**src/verilog/pow5_pkg.sv**
```systemverilog
package pow5_pkg;

    // --------------------
    // widths with a meaning

    typedef logic [2:0]  exp_t;
    typedef logic [1:0]  reg_addr_t;
    typedef logic [15:0] cnt_t;

    // legal exponent range
    localparam exp_t EXP_MIN = 3'd1;
    localparam exp_t EXP_MAX = 3'd5;

    // --------------------
    // register map

    localparam reg_addr_t ADDR_CTRL     = 2'd0;
    localparam reg_addr_t ADDR_RES_CNT  = 2'd1;
    localparam reg_addr_t ADDR_DROP_CNT = 2'd2;

    // control register fields, other bits read as zero
    localparam int CTRL_EXP_LSB = 0;
    localparam int CTRL_SEL_BIT = 3;

    // engine select encoding
    localparam logic ENG_PIPE = 1'b0;
    localparam logic ENG_ITER = 1'b1;

    // iterative engine FSM
    typedef enum logic
    {
        IDLE,
        MULT
    } iter_state_t;

endpackage

```
**src/verilog/pow_cfg_if.sv**
```systemverilog
`timescale 1ns/1ps

interface pow_cfg_if;

    // configuration, from the register block
    pow5_pkg::exp_t exponent;
    logic           engine_sel;

    // single-cycle events, back to the counters
    logic           res_event;
    logic           drop_event;

    modport regs
    (
        output exponent,
        output engine_sel,
        input  res_event,
        input  drop_event
    );

    // shared by the iterative engine and the result select
    modport engine
    (
        input  exponent,
        input  engine_sel,
        output res_event,
        output drop_event
    );

endinterface

```
**src/verilog/pow_cfg_regs.sv**
```systemverilog
`timescale 1ns/1ps

module pow_cfg_regs
(
    input  logic                clk,
    input  logic                rst_n,
    input  logic                i_clk_en,
    input  logic                i_cfg_wr,
    input  pow5_pkg::reg_addr_t i_cfg_addr,
    input  logic [31:0]         i_cfg_wdata,
    output logic [31:0]         o_cfg_rdata,
    pow_cfg_if.regs             cfg
);

    pow5_pkg::exp_t wr_exp;
    logic           exp_ok;
    logic           wr_ctrl;
    logic           clr_res;
    logic           clr_drop;

    pow5_pkg::exp_t exp_q;
    logic           sel_q;
    pow5_pkg::cnt_t res_cnt;
    pow5_pkg::cnt_t drop_cnt;

    // counters stick at all ones
    function automatic pow5_pkg::cnt_t sat_inc(input pow5_pkg::cnt_t value);
        if (value == '1)
            return value;
        return value + 1'b1;
    endfunction

    // --------------------
    // write decode

    assign wr_exp   = i_cfg_wdata[pow5_pkg::CTRL_EXP_LSB +: $bits(pow5_pkg::exp_t)];
    assign exp_ok   = (wr_exp >= pow5_pkg::EXP_MIN) && (wr_exp <= pow5_pkg::EXP_MAX);
    assign wr_ctrl  = i_cfg_wr && (i_cfg_addr == pow5_pkg::ADDR_CTRL) && exp_ok;
    assign clr_res  = i_cfg_wr && (i_cfg_addr == pow5_pkg::ADDR_RES_CNT);
    assign clr_drop = i_cfg_wr && (i_cfg_addr == pow5_pkg::ADDR_DROP_CNT);

    // bad exponent drops the whole write, select bit included
    always_ff @(posedge clk or negedge rst_n)
        if (!rst_n)
        begin
            exp_q <= pow5_pkg::EXP_MAX;
            sel_q <= pow5_pkg::ENG_PIPE;
        end
        else if (i_clk_en && wr_ctrl)
        begin
            exp_q <= wr_exp;
            sel_q <= i_cfg_wdata[pow5_pkg::CTRL_SEL_BIT];
        end

    assign cfg.exponent   = exp_q;
    assign cfg.engine_sel = sel_q;

    // --------------------
    // event counters, a clear wins over a count

    always_ff @(posedge clk or negedge rst_n)
        if (!rst_n)
        begin
            res_cnt  <= '0;
            drop_cnt <= '0;
        end
        else if (i_clk_en)
        begin
            if (clr_res)
                res_cnt <= '0;
            else if (cfg.res_event)
                res_cnt <= sat_inc(res_cnt);

            if (clr_drop)
                drop_cnt <= '0;
            else if (cfg.drop_event)
                drop_cnt <= sat_inc(drop_cnt);
        end

    // read mux
    always_comb
    begin
        o_cfg_rdata = '0;
        case (i_cfg_addr)
            pow5_pkg::ADDR_CTRL:
            begin
                o_cfg_rdata[pow5_pkg::CTRL_EXP_LSB +: $bits(pow5_pkg::exp_t)] = exp_q;
                o_cfg_rdata[pow5_pkg::CTRL_SEL_BIT] = sel_q;
            end
            pow5_pkg::ADDR_RES_CNT:  o_cfg_rdata = 32'(res_cnt);
            pow5_pkg::ADDR_DROP_CNT: o_cfg_rdata = 32'(drop_cnt);
            default:                 o_cfg_rdata = '0;
        endcase
    end

endmodule

```
**src/verilog/pow_pipeline.sv**
```systemverilog
`timescale 1ns/1ps

module pow_pipeline
#(
    parameter int W = 8
)
(
    input  logic             clk,
    input  logic             rst_n,
    input  logic             i_clk_en,
    input  logic             i_n_vld,
    input  logic [W-1:0]     i_n,
    output logic [4:0]       o_stage_vld,
    output logic [5*W-1:0]   o_pow
);

    // stage k holds n^(k+1)
    logic         vld_q  [5];
    logic [W-1:0] pow_q  [5];
    // operand copy for all but the last stage
    logic [W-1:0] opnd_q [4];

    genvar k;

    generate
        for (k = 0; k < 5; k++)
        begin : g_stage
            logic         in_vld;
            logic [W-1:0] in_n;
            logic [W-1:0] nxt_pow;

            // --------------------
            // stage inputs

            if (k == 0)
            begin : g_head
                assign in_vld  = i_n_vld;
                assign in_n    = i_n;
                // n^1 is the operand itself
                assign nxt_pow = i_n;
            end
            else
            begin : g_body
                assign in_vld  = vld_q[k-1];
                assign in_n    = opnd_q[k-1];
                assign nxt_pow = pow_q[k-1] * in_n;
            end

            always_ff @(posedge clk or negedge rst_n)
                if (!rst_n)
                    vld_q[k] <= 1'b0;
                else if (i_clk_en)
                    vld_q[k] <= in_vld;

            always_ff @(posedge clk)
                if (i_clk_en)
                    pow_q[k] <= nxt_pow;

            if (k < 4)
            begin : g_pass
                always_ff @(posedge clk)
                    if (i_clk_en)
                        opnd_q[k] <= in_n;
            end

            assign o_stage_vld[k]   = vld_q[k];
            assign o_pow[k*W +: W] = pow_q[k];
        end
    endgenerate

endmodule

```
**src/verilog/pow_iterative.sv**
```systemverilog
`timescale 1ns/1ps

module pow_iterative
#(
    parameter int W = 8
)
(
    input  logic         clk,
    input  logic         rst_n,
    input  logic         i_clk_en,
    input  logic         i_n_vld,
    input  logic [W-1:0] i_n,
    pow_cfg_if.engine    cfg,
    output logic         o_done,
    output logic [W-1:0] o_res
);

    pow5_pkg::iter_state_t state;
    pow5_pkg::exp_t        step;
    logic [W-1:0]          opnd_q;
    logic [W-1:0]          acc_q;
    logic [W-1:0]          prod;
    logic                  strobe;
    logic                  busy;

    // only listens while selected
    assign strobe = i_clk_en && i_n_vld && (cfg.engine_sel == pow5_pkg::ENG_ITER);
    assign busy   = (state == pow5_pkg::MULT);

    // operand refused while a power is in progress
    assign cfg.drop_event = strobe && busy;

    // the one multiplier
    assign prod  = acc_q * opnd_q;
    assign o_res = acc_q;

    // --------------------
    // control FSM

    always_ff @(posedge clk or negedge rst_n)
        if (!rst_n)
        begin
            state  <= pow5_pkg::IDLE;
            step   <= '0;
            o_done <= 1'b0;
        end
        else if (i_clk_en)
        begin
            o_done <= 1'b0;
            case (state)
                pow5_pkg::IDLE:
                    if (strobe)
                    begin
                        // n^1 is ready right after the load
                        if (cfg.exponent == pow5_pkg::EXP_MIN)
                            o_done <= 1'b1;
                        else
                        begin
                            state <= pow5_pkg::MULT;
                            step  <= cfg.exponent - 1'b1;
                        end
                    end
                pow5_pkg::MULT:
                begin
                    step <= step - 1'b1;
                    if (step == pow5_pkg::exp_t'(1))
                    begin
                        state  <= pow5_pkg::IDLE;
                        o_done <= 1'b1;
                    end
                end
                default: state <= pow5_pkg::IDLE;
            endcase
        end

    // datapath
    always_ff @(posedge clk)
        if (i_clk_en)
        begin
            if (!busy && strobe)
            begin
                acc_q  <= i_n;
                opnd_q <= i_n;
            end
            else if (busy)
                acc_q <= prod;
        end

endmodule

```
**src/verilog/pow_result_sel.sv**
```systemverilog
`timescale 1ns/1ps

module pow_result_sel
#(
    parameter int W = 8
)
(
    input  logic           clk,
    input  logic           rst_n,
    input  logic           i_clk_en,
    input  logic [4:0]     i_stage_vld,
    input  logic [5*W-1:0] i_pow,
    input  logic           i_iter_done,
    input  logic [W-1:0]   i_iter_res,
    pow_cfg_if.engine      cfg,
    output logic           o_res_vld,
    output logic [W-1:0]   o_res
);

    pow5_pkg::exp_t tap;
    logic           sel_vld;
    logic [W-1:0]   sel_res;

    // stage index of n^e
    assign tap = cfg.exponent - 1'b1;

    always_comb
    begin
        if (cfg.engine_sel == pow5_pkg::ENG_ITER)
        begin
            sel_vld = i_iter_done;
            sel_res = i_iter_res;
        end
        else
        begin
            sel_vld = i_stage_vld[tap];
            sel_res = i_pow[tap*W +: W];
        end
    end

    // --------------------
    // output register

    always_ff @(posedge clk or negedge rst_n)
        if (!rst_n)
            o_res_vld <= 1'b0;
        else if (i_clk_en)
            o_res_vld <= sel_vld;

    always_ff @(posedge clk)
        if (i_clk_en)
            o_res <= sel_res;

    // one count per delivered result
    assign cfg.res_event = o_res_vld;

endmodule

```
**src/verilog/pow5_top.sv**
```systemverilog
`timescale 1ns/1ps

module pow5_top
#(
    parameter int W = 8
)
(
    input  logic                clk,
    input  logic                rst_n,
    input  logic                i_clk_en,
    input  logic                i_n_vld,
    input  logic [W-1:0]        i_n,
    input  logic                i_cfg_wr,
    input  pow5_pkg::reg_addr_t i_cfg_addr,
    input  logic [31:0]         i_cfg_wdata,
    output logic [31:0]         o_cfg_rdata,
    output logic                o_res_vld,
    output logic [W-1:0]        o_res
);

    logic [4:0]     stage_vld;
    logic [5*W-1:0] pow_taps;
    logic           iter_done;
    logic [W-1:0]   iter_res;

    pow_cfg_if cfg ();

    // --------------------
    // configuration and counters

    pow_cfg_regs i_regs
    (
        .clk         (clk),
        .rst_n       (rst_n),
        .i_clk_en    (i_clk_en),
        .i_cfg_wr    (i_cfg_wr),
        .i_cfg_addr  (i_cfg_addr),
        .i_cfg_wdata (i_cfg_wdata),
        .o_cfg_rdata (o_cfg_rdata),
        .cfg         (cfg.regs)
    );

    // --------------------
    // the two engines, side by side

    pow_pipeline #(.W(W)) i_pipe
    (
        .clk         (clk),
        .rst_n       (rst_n),
        .i_clk_en    (i_clk_en),
        .i_n_vld     (i_n_vld),
        .i_n         (i_n),
        .o_stage_vld (stage_vld),
        .o_pow       (pow_taps)
    );

    pow_iterative #(.W(W)) i_iter
    (
        .clk      (clk),
        .rst_n    (rst_n),
        .i_clk_en (i_clk_en),
        .i_n_vld  (i_n_vld),
        .i_n      (i_n),
        .cfg      (cfg.engine),
        .o_done   (iter_done),
        .o_res    (iter_res)
    );

    // result select and output register
    pow_result_sel #(.W(W)) i_sel
    (
        .clk         (clk),
        .rst_n       (rst_n),
        .i_clk_en    (i_clk_en),
        .i_stage_vld (stage_vld),
        .i_pow       (pow_taps),
        .i_iter_done (iter_done),
        .i_iter_res  (iter_res),
        .cfg         (cfg.engine),
        .o_res_vld   (o_res_vld),
        .o_res       (o_res)
    );

endmodule

```
**config.mk**
```make
export PLATFORM = sky130hd
export DESIGN_NAME = pow5_top
export DESIGN_NICKNAME = d
export VERILOG_FILES = /design/src/verilog/pow5_pkg.sv /design/src/verilog/pow_cfg_if.sv /design/src/verilog/pow_cfg_regs.sv /design/src/verilog/pow_pipeline.sv /design/src/verilog/pow_iterative.sv /design/src/verilog/pow_result_sel.sv /design/src/verilog/pow5_top.sv
export SDC_FILE = /design/constraint.sdc
export NUM_CORES = 1
export LEC_CHECK = 0
export BUFFER_PORTS_ARGS = -buffer_cell sky130_fd_sc_hd__buf_4
export CORE_UTILIZATION = 57
export CTS_BUF_LIST = sky130_fd_sc_hd__clkbuf_2
export DETAILED_ROUTE_END_ITERATION = 8
export PLACE_DENSITY = 0.77
export SLEW_MARGIN = 40
export SYNTH_ARGS = -nofsm -noshare
export SYNTH_HDL_FRONTEND = slang
export SYNTH_SLANG_ARGS = --single-unit
```
**constraint.sdc**
```tcl
create_clock -name clk -period 3.7 [get_ports clk]
set_input_delay 0.37 -clock clk [delete_from_list [all_inputs] [get_ports clk]]
set_output_delay 0.37 -clock clk [all_outputs]
set_load 0.1 [all_outputs]
```
==> flow_summary.toml <==
[run_status]
status = "complete, no violations"

[synthesis]
synth_compound_area_frac = 0.0696
ys_top_cells_by_area = "edfxtp_1 (26%), dfrtp_1 (11%), fa_1 (11%)"
synthAdderAreaFrac = 0.217
yosys.area_share.simple = 0.158
yosys.area_share.xor_xnor = 0.0869
ys_warn_count = 0
async_reset_ff_frac = 0.359
yosysTopAreaCell = "edfxtp_1"
synth_cell_types = 57
synthMuxAreaShare = 0.0290
synth-edff-count = 84
synth-seq-cells = 131
synthTopCellsByCount = "inv_1 (111), nand2_1 (106), ha_1 (85)"
avgSynthCellArea_sq_um = 10.5
synth_top_area_frac = 0.255
synth_top_family_by_area = "adder cells"
synth_area_sq_um = 9890
netlist_instances = 944
ys_seq_area_frac = 0.374
post-synth-top-count-cell = "inv_1"
synth_ff_type = "edfxtp_1"

[timing]
min_period_ns = 3.66
clock.fmax_ghz = 0.273
slew_viol_final = 0
skew_ns = 0.0428
setup_viol = 0
relSlewSlack = 0.492
rsz0062_at_grt = "true"
period_share = 0.989
final-hold-violation-count = 0
worst_pin_slew_ns = 0.762

[die]
chipWidth_um = 134
die-area_sq_um = 17900
rows = 47
initial_core_util = 0.590
io_pins = 88
coreArea_sq_um = 16800
die_h_um = 134

[critical_path]
critPathMaxFanout = 4
reg2regPathDepth = 13
regToRegStartpoint = "i_iter.o_res[1]"
cp.required_ns = 4.27
critPathCaptureType = "flip-flop"
start_kind = "flip-flop"
critPathArrivalTime_ns = 4.23
crit_chain = "buf_6 -> nand2_4 -> fa_2 -> fa_1 -> inv_1 -> fa_1 -> inv_1 -> fa_2 -> inv_2 -> ha_4 -> a21oi_4 -> xnor3_1 -> a21oi_1"
slowest_stage = "fa_2"
r2r_setup_slack_ns = 0.04
worst_r2r_endpoint = "i_iter.o_res[7]"
crit_type = "flip-flop to flip-flop"
cpPeakStageDelay_ns = 0.53

[placed_design]
gp_congestion = 0.856
io_buffers = 43
hpwl_um = 15200
dpl_cell_area_sq_um = 10700

[power]
power_leakage_uw = 0.00527
p_per_area_nw_per_um2 = 683
switching_share = 0.408
p_int_uw = 4670
power.share.clock = 0.127
p_sw_uw = 3220
p_seq_frac = 0.301
totalPowerFinal_uw = 7890
vdd_drop_max_v = 0.000568
combinationalPowerShare = 0.572

[final_layout]
nNetsFinal = 1268
area_growth_pct = 16.8
layout-drive-gt1-share = 0.183
fin_util = 0.689
final_area_sq_um = 11500
fillers = 1217

[detailed_routing]
drc = 0
ant_nets = 0
wire_per_inst_um = 16.3
drtPass1Iterations = 5
num_vias = 7245
drt_iter0_markers = 402
wl_um = 21400
vias_per_cell = 5.51

[clock_network]
cts_buffers = 17
cts_tree = "done"
cts.path.max_buffers = 2
path_clk_slew_ns = 0.22
cts.sinks = 131
htreeDepth = 4
root_buffer = "clkbuf_2"
clock_latency_ns = 0.71

[global_route]
grt_max_degree = 70
grt_pass1_wl_um = 34800
grt_overflow = 0
antenna_found_initial = 1
grt_pass1_vias = 7153
grt_use_total = 0.250

[hold_path]
hp-class = "input port to asynchronous set/reset pin"

[job]
drv_cap = 0
[placed cells by master, fill, tap and decap left out, types with 10 or more instances in the layout]
| master | n |
|---|---|
| a21o_1 | 11 |
| a21oi_1 | 13 |
| a22oi_1 | 19 |
| and2_1 | 78 |
| and3_1 | 10 |
| buf_4 | 115 |
| clkbuf_2 | 19 |
| conb_1 | 22 |
| dfrtp_1 | 45 |
| dlygate4sd3_1 | 20 |
| edfxtp_1 | 84 |
| fa_1 | 44 |
| fa_2 | 10 |
| ha_1 | 81 |
| inv_1 | 106 |
| nand2_1 | 100 |
| nand3_1 | 19 |
| nor2_1 | 39 |
| nor2b_1 | 15 |
| o21ai_1 | 17 |
| xnor2_1 | 56 |
| xor2_1 | 28 |
[through the flow]
step	TNS, ns	setup slack (ns)	cells	hold slack, ns
finish	0	0.0394	1316	0.161
detailed placement	-0.269	-0.131	1240	0.425
global placement	-0.135	-0.0886	1240	0.421
floorplan	0	0.0110	965	0.0744
global route	-0.154	-0.0660	1316	0.126
CTS	0	0.00758	1300	0.136
[how the worst max path moves through the flow]
stage	from	to	slack [ns]	depth (start not counted)
floorplan	i_pipe.pow_q[0][8]	i_pipe.pow_q[0][23]	0.01	13
global placement	i_iter.o_res[1]	i_iter.o_res[7]	-0.09	12
detailed placement	i_iter.opnd_q[4]	i_iter.o_res[7]	-0.13	12
CTS	i_pipe.pow_q[0][18]	i_pipe.pow_q[0][31]	0.008	11
global route	i_iter.o_res[1]	i_iter.o_res[7]	-0.07	13
finish	i_iter.o_res[1]	i_iter.o_res[7]	0.04	13
[worst max-delay path, delay by kind of cell (launching register included)]
| kind | cells | cell delay, ns |
|---|---|---|
| flops | 1 | 0.48 |
| fa+ha+maj | 5 | 2.13 |
| simple gates | 1 | 0.05 |
| buf+inv | 4 | 0.29 |
| compound gates | 2 | 0.26 |
| xor+xnor | 1 | 0.31 |
[cells by family after synthesis]
family	count (synthesis)
flops	131
compound gates	103
buf+inv	153
other cells	1
mux	19
fa+ha+maj	139
simple gates	307
xor+xnor	91
[final cells by class]
type	instances	area, sq um	share of cell area
clock inverters	13	184	0.0159
repair buffers	139	1110	0.0960
multi-input cells	681	5760	0.499
diodes	1	2.50	0.000217
clock buffers	19	95.1	0.00823
flip-flops and latches	131	3700	0.320
inverters	112	420	0.0364
well taps	220	275	0.0238
[timing repair]
item	4_1_cts	5_1_grt
endpoints found under the setup margin	3	5
setup buffers	8	15
hold endpoints to repair	85	0
resized for setup	7	29
pin swaps	9	31
hold buffers	20	0
[power by group through the flow]
stage / Sequential (uW) / Clock [uW] / Combinational [uW]
global route: 2400 / 1080 / 5030
floorplan: 2490 / 0 / 2890
global placement: 2390 / 0 / 4050
finish: 2370 / 1010 / 4510
CTS: 2360 / 1020 / 4300
detailed placement: 2390 / 0 / 4170
[layer usage]
metal / wire length, um / global-route usage / vias to the layer above / share of wire
met5: 0 / 0 / - / 0
met4: 459 / 0.0852 / 0 / 0.021
met2: 10800 / 0.420 / 187 / 0.51
met3: 1010 / 0.0540 / 45 / 0.047
li1: - / - / 3423 / -
met1: 9100 / 0.320 / 3590 / 0.43
[state kept, by name (all words and copies together), names as in the netlist]
register	flops
i_iter.step	3
i_sel.o_res	8
i_iter.o_res	8
i_pipe.g_stage.in_vld	4
i_sel.cfg.res_event	1
i_regs.cfg.exponent	3
i_pipe.pow_q	38
i_regs.cfg.engine_sel	1
i_iter.busy	1
i_iter.opnd_q	8
i_pipe.o_stage_vld	1
i_regs.drop_cnt	16
i_pipe.opnd_q	22
i_iter.o_done	1
i_regs.res_cnt	16
(Power assumes the default switching activity.)
